--- config.mk ---
export PLATFORM = sky130hd
export DESIGN_NAME = dcache_wb_top
export DESIGN_NICKNAME = d
export VERILOG_FILES = /design/src/wbuf_pkg.sv /design/src/mem_req_if.sv /design/src/bus_master.sv /design/src/dcache_wb_top.sv /design/src/lsu_port.sv /design/src/write_buffer.sv
export VERILOG_INCLUDE_DIRS = /design/src /design/src/src
export SDC_FILE = /design/constraint.sdc
export NUM_CORES = 1
export LEC_CHECK = 0
export ABC_AREA = 1
export BUFFER_PORTS_ARGS = -buffer_cell sky130_fd_sc_hd__buf_2
export CAP_MARGIN = 20
export CELL_PAD_IN_SITES_DETAIL_PLACEMENT = 2
export CELL_PAD_IN_SITES_GLOBAL_PLACEMENT = 2
export CORE_MARGIN = 1
export CORE_UTILIZATION = 36
export DETAILED_ROUTE_END_ITERATION = 12
export PLACE_DENSITY = 0.83
export SLEW_MARGIN = 30
export SYNTH_ARGS = -nofsm -noshare
export SYNTH_HDL_FRONTEND = slang
export SYNTH_SLANG_ARGS = --single-unit
--- constraint.sdc ---
create_clock -name i_clock -period 5.15 [get_ports i_clock]
set_input_delay 1.03 -clock i_clock [delete_from_list [all_inputs] [get_ports i_clock]]
set_output_delay 1.03 -clock i_clock [all_outputs]
set_load 0.01 [all_outputs]
--- src/wbuf_macros.svh ---
`ifndef WBUF_MACROS_SVH
`define WBUF_MACROS_SVH

// bus widths
`define WB_ADDR_W 32
`define WB_DATA_W 32

// posted write slots, keep a power of two so ring pointers wrap on their own
`define WB_DEPTH 4

// top half of the address map is uncached I/O
`define WB_UNCACHED_BIT 31

`endif

--- src/wbuf_pkg.sv ---
`include "wbuf_macros.svh"

package wbuf_pkg;

	// word address on the core side and on the bus
	typedef logic [`WB_ADDR_W-1:0] addr_t;

	// one data word
	typedef logic [`WB_DATA_W-1:0] data_t;

	// head/tail pointer into the write buffer ring
	typedef logic [$clog2(`WB_DEPTH)-1:0] slot_idx_t;

	// bus master cycle states
	typedef enum logic [1:0] {
		BUS_IDLE,	// waiting for a link request
		BUS_WAIT,	// request out, waiting for ready
		BUS_DONE	// completing the link
	} bus_state_e;

endpackage

--- src/mem_req_if.sv ---
`timescale 1ns/1ns

// word request link between the memory path blocks
// valid and the fields stay put until ready, ready ends the transfer
interface mem_req_if;

	logic valid;
	logic ready;
	logic rw;		// 1 = write
	wbuf_pkg::addr_t addr;
	wbuf_pkg::data_t wdata;
	wbuf_pkg::data_t rdata;	// good in the ready cycle of a read

	modport requester (
		output valid,
		output rw,
		output addr,
		output wdata,
		input  ready,
		input  rdata
	);

	modport responder (
		input  valid,
		input  rw,
		input  addr,
		input  wdata,
		output ready,
		output rdata
	);

endinterface

--- src/bus_master.sv ---
`timescale 1ns/1ns

module bus_master (
	input  logic i_clock,
	input  logic i_rst_n,

	// from the write buffer
	mem_req_if.responder i_link,

	// external word bus
	output logic o_bus_request,
	output logic o_bus_rw,
	output wbuf_pkg::addr_t o_bus_address,
	output wbuf_pkg::data_t o_bus_wdata,
	input  logic i_bus_ready,
	input  wbuf_pkg::data_t i_bus_rdata
);

	wbuf_pkg::bus_state_e state;
	wbuf_pkg::data_t rdata_q;

	logic start;
	logic bus_done;

	assign start = (state == wbuf_pkg::BUS_IDLE) && i_link.valid;
	assign bus_done = (state == wbuf_pkg::BUS_WAIT) && i_bus_ready;

	// link completes one cycle after the bus did
	assign i_link.ready = (state == wbuf_pkg::BUS_DONE);
	assign i_link.rdata = rdata_q;

	always_ff @(posedge i_clock or negedge i_rst_n) begin
		if (!i_rst_n) begin
			state <= wbuf_pkg::BUS_IDLE;
			o_bus_request <= 1'b0;
			o_bus_rw <= 1'b0;
		end else begin
			case (state)
				wbuf_pkg::BUS_IDLE: begin
					if (i_link.valid) begin
						o_bus_request <= 1'b1;
						o_bus_rw <= i_link.rw;
						state <= wbuf_pkg::BUS_WAIT;
					end
				end
				wbuf_pkg::BUS_WAIT: begin
					if (i_bus_ready) begin
						o_bus_request <= 1'b0;	// held until now
						state <= wbuf_pkg::BUS_DONE;
					end
				end
				wbuf_pkg::BUS_DONE: begin
					state <= wbuf_pkg::BUS_IDLE;
				end
				default: begin
					state <= wbuf_pkg::BUS_IDLE;
				end
			endcase
		end
	end

	// address, data and read word
	always_ff @(posedge i_clock) begin
		if (start) begin
			o_bus_address <= i_link.addr;
			o_bus_wdata <= i_link.wdata;
		end
		if (bus_done) begin
			rdata_q <= i_bus_rdata;
		end
	end

endmodule

--- src/dcache_wb_top.sv ---
`timescale 1ns/1ns

module dcache_wb_top (
	input  logic i_clock,
	input  logic i_rst_n,

	// core request
	input  logic i_req_valid,
	output logic o_req_ready,
	input  logic i_req_rw,
	input  wbuf_pkg::addr_t i_req_addr,
	input  wbuf_pkg::data_t i_req_wdata,

	// core response
	output logic o_rsp_valid,
	output wbuf_pkg::data_t o_rsp_rdata,
	output logic o_rsp_err,

	// external bus
	output logic o_bus_request,
	output logic o_bus_rw,
	output wbuf_pkg::addr_t o_bus_address,
	output wbuf_pkg::data_t o_bus_wdata,
	input  logic i_bus_ready,
	input  wbuf_pkg::data_t i_bus_rdata
);

	mem_req_if lsu_link ();
	mem_req_if bus_link ();

	logic cached;	// travels with lsu_link

	lsu_port u_lsu_port (
		.i_clock     (i_clock),
		.i_rst_n     (i_rst_n),
		.i_req_valid (i_req_valid),
		.o_req_ready (o_req_ready),
		.i_req_rw    (i_req_rw),
		.i_req_addr  (i_req_addr),
		.i_req_wdata (i_req_wdata),
		.o_rsp_valid (o_rsp_valid),
		.o_rsp_rdata (o_rsp_rdata),
		.o_rsp_err   (o_rsp_err),
		.o_link      (lsu_link.requester),
		.o_cached    (cached)
	);

	write_buffer u_write_buffer (
		.i_clock  (i_clock),
		.i_rst_n  (i_rst_n),
		.i_link   (lsu_link.responder),
		.i_cached (cached),
		.o_link   (bus_link.requester)
	);

	bus_master u_bus_master (
		.i_clock       (i_clock),
		.i_rst_n       (i_rst_n),
		.i_link        (bus_link.responder),
		.o_bus_request (o_bus_request),
		.o_bus_rw      (o_bus_rw),
		.o_bus_address (o_bus_address),
		.o_bus_wdata   (o_bus_wdata),
		.i_bus_ready   (i_bus_ready),
		.i_bus_rdata   (i_bus_rdata)
	);

endmodule

--- src/lsu_port.sv ---
`timescale 1ns/1ns
`include "wbuf_macros.svh"

module lsu_port (
	input  logic i_clock,
	input  logic i_rst_n,

	// core request
	input  logic i_req_valid,
	output logic o_req_ready,
	input  logic i_req_rw,
	input  wbuf_pkg::addr_t i_req_addr,
	input  wbuf_pkg::data_t i_req_wdata,

	// core response
	output logic o_rsp_valid,
	output wbuf_pkg::data_t o_rsp_rdata,
	output logic o_rsp_err,

	// towards the write buffer
	mem_req_if.requester o_link,
	output logic o_cached
);

	logic hold_valid;
	logic hold_rw;
	wbuf_pkg::addr_t hold_addr;
	wbuf_pkg::data_t hold_wdata;

	logic capture;
	logic misaligned;
	logic link_done;

	assign o_req_ready = !hold_valid;	// single entry
	assign capture = i_req_valid && o_req_ready;
	assign misaligned = (i_req_addr[1:0] != 2'b00);
	assign link_done = hold_valid && o_link.ready;

	assign o_link.valid = hold_valid;
	assign o_link.rw = hold_rw;
	assign o_link.addr = hold_addr;
	assign o_link.wdata = hold_wdata;

	// region decode on the held address
	assign o_cached = !hold_addr[`WB_UNCACHED_BIT];

	always_ff @(posedge i_clock) begin
		if (capture) begin
			hold_rw <= i_req_rw;
			hold_addr <= i_req_addr;
			hold_wdata <= i_req_wdata;
		end
		if (link_done) begin
			o_rsp_rdata <= o_link.rdata;
		end else if (capture && misaligned) begin
			o_rsp_rdata <= '0;	// no data with an error
		end
	end

	always_ff @(posedge i_clock or negedge i_rst_n) begin
		if (!i_rst_n) begin
			hold_valid <= 1'b0;
			o_rsp_valid <= 1'b0;
			o_rsp_err <= 1'b0;
		end else begin
			o_rsp_valid <= 1'b0;	// one cycle pulse
			o_rsp_err <= 1'b0;

			// a bad address never reaches the link
			if (capture && misaligned) begin
				o_rsp_valid <= 1'b1;
				o_rsp_err <= 1'b1;
			end else if (capture) begin
				hold_valid <= 1'b1;
			end

			if (link_done) begin
				hold_valid <= 1'b0;
				o_rsp_valid <= !hold_rw;	// writes complete silently
			end
		end
	end

endmodule

--- src/write_buffer.sv ---
`timescale 1ns/1ns
`include "wbuf_macros.svh"

module write_buffer (
	input  logic i_clock,
	input  logic i_rst_n,

	// from the load/store port
	mem_req_if.responder i_link,
	input  logic i_cached,

	// towards the bus master
	mem_req_if.requester o_link
);

	localparam int CNT_W = $clog2(`WB_DEPTH) + 1;

	// posted writes, oldest at head
	wbuf_pkg::addr_t slot_addr [`WB_DEPTH];
	wbuf_pkg::data_t slot_data [`WB_DEPTH];

	wbuf_pkg::slot_idx_t head;
	wbuf_pkg::slot_idx_t tail;
	logic [CNT_W-1:0] count;

	logic empty;
	logic full;
	logic post_req;
	logic bypass_req;
	logic do_post;
	logic do_drain;

	assign empty = (count == '0);
	assign full = (count == CNT_W'(`WB_DEPTH));

	// only cacheable writes may be posted
	assign post_req = i_link.valid && i_link.rw && i_cached;

	// reads and uncached writes go straight through
	assign bypass_req = i_link.valid && !(i_link.rw && i_cached);

	assign do_post = post_req && !full;

	// ready on the bus side belongs to the head slot while anything is queued
	assign do_drain = !empty && o_link.ready;

	// read data only matters for a bypassed read
	assign i_link.rdata = o_link.rdata;

	always_comb begin
		o_link.valid = 1'b0;
		o_link.rw = 1'b1;
		o_link.addr = slot_addr[head];
		o_link.wdata = slot_data[head];

		if (!empty) begin
			o_link.valid = 1'b1;	// drain oldest first
		end else if (bypass_req) begin
			o_link.valid = 1'b1;
			o_link.rw = i_link.rw;
			o_link.addr = i_link.addr;
			o_link.wdata = i_link.wdata;
		end
	end

	// a bypass request stalls here until every older write has left
	always_comb begin
		i_link.ready = 1'b0;
		if (post_req) begin
			i_link.ready = !full;	// done as soon as it is queued
		end else if (bypass_req && empty) begin
			i_link.ready = o_link.ready;
		end
	end

	always_ff @(posedge i_clock) begin
		if (do_post) begin
			slot_addr[tail] <= i_link.addr;
			slot_data[tail] <= i_link.wdata;
		end
	end

	always_ff @(posedge i_clock or negedge i_rst_n) begin
		if (!i_rst_n) begin
			head <= '0;
			tail <= '0;
			count <= '0;
		end else begin
			// pointers wrap naturally since depth is a power of two
			if (do_post) begin
				tail <= tail + 1'b1;
			end
			if (do_drain) begin
				head <= head + 1'b1;
			end

			if (do_post && !do_drain) begin
				count <= count + 1'b1;
			end else if (do_drain && !do_post) begin
				count <= count - 1'b1;
			end
		end
	end

endmodule
== Word level (Yosys, flattened, before mapping) ==
Memory sizes are Yosys's and may differ from the RTL's.
Index checks and enable logic that the tools add are counted.
Word-level totals
  flip-flop bits (word level): 207
  bits in latches: 0
  bits in writable memories: 256
  ROM bits: 0
  input port bits: 101
  output and inout port bits: 101
  memories kept: 2
Cells by class
  add/subtract/negate cells: 4
  multipliers: 0
  divide/modulo/power cells: 0
  $lt $le $gt $ge: 0
  equal/unequal tests: 6
  shift-type cells: 0
  muxes and demuxes: 27
  bitwise operators: 0
  reductions and logical operators: 33
Memory list
  u_write_buffer.slot_addr: words 4, bits a word 32, read ports 1, clocked after Yosys merged registers in 0, wr ports 1, RTL line write_buffer.sv:19  | wbuf_pkg::addr_t slot_addr [`WB_DEPTH];
  u_write_buffer.slot_data: words 4, bits a word 32, read ports 1, clocked after Yosys merged registers in 0, wr ports 1, RTL line write_buffer.sv:20  | wbuf_pkg::data_t slot_data [`WB_DEPTH];
Operators by type and width (number)
  32-bit two-way mux: 6
  1-bit two-way mux: 15
  1-bit logical AND: 14
  2-bit nonzero test: 5
  1-bit zero test: 8
  3-bit two-way mux: 2
  2-bit AND reduction: 3
  2-bit by 1-bit adder with 2-bit output, second input constant: 2
  2-bit two-way mux: 2
  2-bit by 1-bit inequality test with 1-bit output, second input constant: 2
  2-bit one-hot mux with 2 select lines: 1
  3-bit by 1-bit adder with 3-bit output, second input constant: 1
  3-bit == test, second input constant: 1
  3-bit zero test: 1
  3-bit AND reduction: 1
  3-bit by 1-bit subtractor with 3-bit output, second input constant: 1
  2-bit by 1-bit == test with 1-bit output, second input constant: 1
  2-bit == test, second input constant: 1
  2-bit zero test: 1
  2-bit inequality test, second input constant: 1
  1-bit one-hot mux with 2 select lines: 1

== Logic depth before layout (Yosys ltp) ==
  depth in word-level cells: 10
  gate-level depth with buffers: 12
  gate-level depth less buffers: 11

== Hierarchy ==
Synthesis repeated with hierarchy kept, for this count alone.
Unflattened totals
  cells, all modules: 1604
  area, all modules: 18670.4 sq um
By module, submodules not included
  write_buffer: times used 1, cells each 1304, area an instance 12214.2 sq um, seq. area each 7862.5 sq um
  lsu_port: times used 1, cells each 185, area an instance 3408.3 sq um, seq. area each 2987.9 sq um
  bus_master: times used 1, cells each 115, area an instance 3047.9 sq um, seq. area each 2982.9 sq um

== Worst setup path before layout ==
No wires, ideal clock.
  kind: in2reg
  start: input port i_req_valid
  end: register u_lsu_port.o_rsp_rdata[0], enable pin
  setup time: 395 ps
  arrival: 5505 ps
  setup slack: -750 ps
  stages on the path: 4
  path through: inv_1 nor2_1 o21ai_0 nand3_1
Between the ends
  longest elaborated chain between the ends: 3
RTL lines
  start, declared: RTL line dcache_wb_top.sv:8  | input logic i_req_valid,
  1-bit logical AND: RTL line lsu_port.sv:35  | assign capture = i_req_valid && o_req_ready;
  net u_lsu_port.capture: RTL line lsu_port.sv:30  | logic capture;
  1-bit logical AND: RTL line lsu_port.sv:55  | end else if (capture && misaligned) begin
  2-bit nonzero test (no line)
  end signal, assigned: RTL line lsu_port.sv:54  | o_rsp_rdata <= o_link.rdata;
  end, declared: RTL line lsu_port.sv:17  | output wbuf_pkg::data_t o_rsp_rdata,
The timed path passes the listed nets, and every way through them passes these cells.
A chain may end at the register's enable or synchronous reset.

== Worst setup path after layout ==
  start: register u_write_buffer.head[0]
  end: register u_bus_master.o_bus_wdata[24] (data pin)
Between the ends
  longest elaborated chain between the ends: 3
RTL lines
  start, declared: RTL line write_buffer.sv:22  | wbuf_pkg::slot_idx_t head;
  start signal, assigned: RTL line write_buffer.sv:94  | head <= head + 1'b1;
  memory 4 x 32 bit (*)
  32-bit two-way mux: RTL line write_buffer.sv:58  | end else if (bypass_req) begin
  32-bit two-way mux (*): RTL line write_buffer.sv:56  | if (!empty) begin
  net bus_link.wdata[24]: RTL line mem_req_if.sv:11  | wbuf_pkg::data_t wdata;
  end signal, assigned: RTL line bus_master.sv:66  | o_bus_wdata <= i_link.wdata;
  end, declared: RTL line bus_master.sv:14  | output wbuf_pkg::data_t o_bus_wdata,
Mark *: on every way through the listed nets, which the timed path passes. The rest lies on a longest branch.

==> results by group <==
Critical path
  • Crit. End Element: flip-flop
  • Kind of critical path: reg -> reg
  • Critical path buffer and inverter count: 2
  • Most common cell on crit path: nor2_1
  • Arrival time at the worst endpoint: 3700 ps
  • R2R depth: 8
  • Worst path required time: 5580 ps
  • Critical-path cell list: buf_4, buf_4, nor2_1, nor2_1, o21ai_0, nand2_1, nor2_1, nor2_1
  • Reg2Reg Setup Slack: 1880 ps
  • Worst-path fanout max: 81
  • Worst path max stage delay: 800 ps
  • Worst R2R End: u_bus_master.o_bus_wdata[24]
  • CP top delay family: buffers and inverters
  • Kind of start point of the critical path: flip-flop
  • Crit Reg-Reg Startpoint: u_write_buffer.head[0]
  • Critical path's slowest cell: dfrtp_4

Logic synthesis
  • Synth Cell Area: 17,800 sq um
  • Yosys top cell by area: edfxtp_1
  • Yosys reg bits: 463
  • Seq/Total Area, Yosys: 0.775
  • Largest cells by area after synthesis: edfxtp_1 76%, nor2_1 9.7%, nand2_1 4.4%, dfrtp_1 2.0%, o21ai_0 1.9%
  • Cell variety after synth: 28
  • Mean post-synth cell area: 12.7 sq um
  • Cells after Synth: 1,403
  • Synth warn: 0
  • Share of the synthesized area in the top cell type: 0.756
  • Synthesized net count: 1,510

Placed design
  • # port buffers: 201
  • Dpl cell area: 19,500 sq um
  • Routability congestion estimate from global placement: 0.734
  • Detailed placement HPWL: 29.3 mm

Clock network
  • Root Buffer: clkbuf_16
  • Post-CTS setup buffer count: 0
  • Clock buffer depth: 3
  • Cts bufs inserted: 51
  • CTS clk-pin slew, worst paths: 60 ps
  • CTS tree: yes
  • Worst-skew pair later-pin latency: 590 ps
  • # hold bufs at CTS: 0
  • Post-CTS Resized: 0
  • H-tree depth: 2
  • Clock sink count: 463

STA
  • Final setup fails: 0
  • Setup_tns: 0 ps
  • Max_slew headroom: 0.326
  • Unrepaired setup endpoints after global routing: false
  • Fmax: 306 MHz
  • Final Cycle Share: 0.635
  • Final Max Tran Viols: 0
  • Min Hold Slack: 337 ps
  • Worst slew pin tran: 1010 ps
  • Final Hold Viols: 0
  • Period minus WS final: 3270 ps
  • Clock Skew: 14.3 ps

Floorplanning
  • Horiz. Die Dim: 225 um
  • Initial core utilization: 0.365
  • Core area: 49,000 sq um
  • Die Height: 225 um
  • Die area: 50,500 sq um
  • I/O pin cnt: 202
  • Row Count: 81

Power
  • Peak VDD IR: 0.298 mV
  • PD cells: 593 nW/um^2
  • Leakage power: 8.22 nW

Finish
  • Most common cell after layout, fill and taps aside: nor2_1
  • Fin nets: 1,723
  • Most frequent cells in the layout: 457 x nor2_1, 449 x edfxtp_1, 209 x nand2_1, 201 x buf_2, 74 x inv_1
  • Area Overhead vs Synth: 18.9%
  • Ratio of cells with drive above 1 in the final layout: 0.191
  • Filler cell count: 4,865
  • Final design area excluding fillers: 21,200 sq um

Global route
  • Antenna violations before repair: 5
  • First-pass GRT wire length: 76.2 mm
  • Vias in the first global route: 13,001
  • Met1 usage: 0.227
  • Largest net degree at the start of global routing: 82
  • GRT Overall Usage: 0.203
  • Global route hottest layer: met2
  • GRT overflow: 0
  • Met2 usage: 0.372
  • Met3 Use GR: 0.0492

Detailed routing
  • DRC: 0
  • Drt total wl: 50.4 mm
  • First DRT Iteration DRCs: 452
  • WL/cell: 21.7 um
  • DR vias: 11,172
  • Via/cell ratio: 4.81
  • DRT Pass-1 Iters: 5
  • Post-DRT Antenna Nets: 0

Run status
  • Status: finished clean

Hold path
  • Hold WC Path Type: in -> async

Flow run
  • Max cap viols: 0
[power breakdown]
part / internal [W] / switching [W] / total, W
clock network: 0.00212 / 0.00150 / 0.00362
logic: 0.000952 / 0.00229 / 0.00324
registers: 0.00521 / 0.000509 / 0.00572
total: 0.00828 / 0.00429 / 0.0126
[logic make-up after synthesis]
logic type / synth area share
AND/OR/NAND/NOR: 0.145
XOR/XNOR: 0.00245
adder cells (fa/ha/maj): 0.00463
AO/OA/AOI/OAI: 0.0336
buffers and inverters: 0.0388
flip-flops: 0.775
[per-layer routing]
| metal | wire length (um) | vias up |
|---|---|---|
| li1 | - | 5116 |
| met1 | 19300 | 5697 |
| met2 | 26800 | 262 |
| met3 | 2980 | 89 |
| met4 | 1220 | 8 |
| met5 | 51 | - |
[per-stage QoR]
step	total power, W	worst slack (ps)	util	instances
2_1_floorplan	0.00765	586	-	1403
3_3_place_gp	0.00872	2160	0.398	2223
3_5_place_dp	0.00903	1980	0.399	2225
4_1_cts	0.0128	1850	0.433	2318
5_1_grt	0.0133	1590	0.433	2321
6_report	0.0126	1880	0.434	2322
[how the worst max path moves through the flow]
| stage | slack, ps | endpoint | depth (start not counted) | startpoint |
|---|---|---|---|---|
| after floorplan | 590 | u_lsu_port.o_rsp_rdata[0] | 4 | i_req_valid |
| after global placement | 2160 | u_lsu_port.o_rsp_rdata[2] | 6 | i_req_valid |
| after detailed placement | 1980 | u_bus_master.o_bus_address[7] | 8 | u_write_buffer.head[0] |
| after CTS | 1850 | u_bus_master.o_bus_wdata[13] | 8 | u_write_buffer.head[0] |
| after global routing | 1590 | u_bus_master.o_bus_address[3] | 8 | u_write_buffer.head[0] |
| final | 1880 | u_bus_master.o_bus_wdata[24] | 8 | u_write_buffer.head[0] |
[sequential cells by signal, summed over array words and instances (netlist names), 2 cells and up]
register / count
u_bus_master.o_bus_wdata: 32
u_write_buffer.tail: 2
u_lsu_port.o_rsp_rdata: 32
u_lsu_port.o_link.addr: 32
u_write_buffer.slot_addr: 128
u_bus_master.state: 2
u_lsu_port.o_link.wdata: 32
u_bus_master.o_bus_address: 32
u_write_buffer.head: 2
u_write_buffer.slot_data: 128
u_bus_master.i_link.rdata: 32
u_write_buffer.count: 3
[area by class of cell]
class / count / area (sq um) / area share
repair buffers: 221 / 1230 / 0.0581
well taps: 664 / 831 / 0.0392
flip-flops and latches: 463 / 13800 / 0.652
clock inverters: 31 / 272 / 0.0128
inverters: 84 / 322 / 0.0152
multi-input cells: 795 / 3360 / 0.158
clock buffers: 62 / 1360 / 0.0641
diodes: 2 / 5.00 / 0.000236
[synth_stat cells (all sizes together)]
master,n
dfrtp,14
nor4,1
o21ai,69
ha,5
xnor2,1
clkinv,1
nor2,464
a21boi,32
or2,1
clkbuf,12
edfxtp,449
a21oi,2
buf,49
xor2,4
nand2,209
nor3,2
inv,83
nand3,4
fa,1
Note: power is estimated with default switching activity, not from simulation.
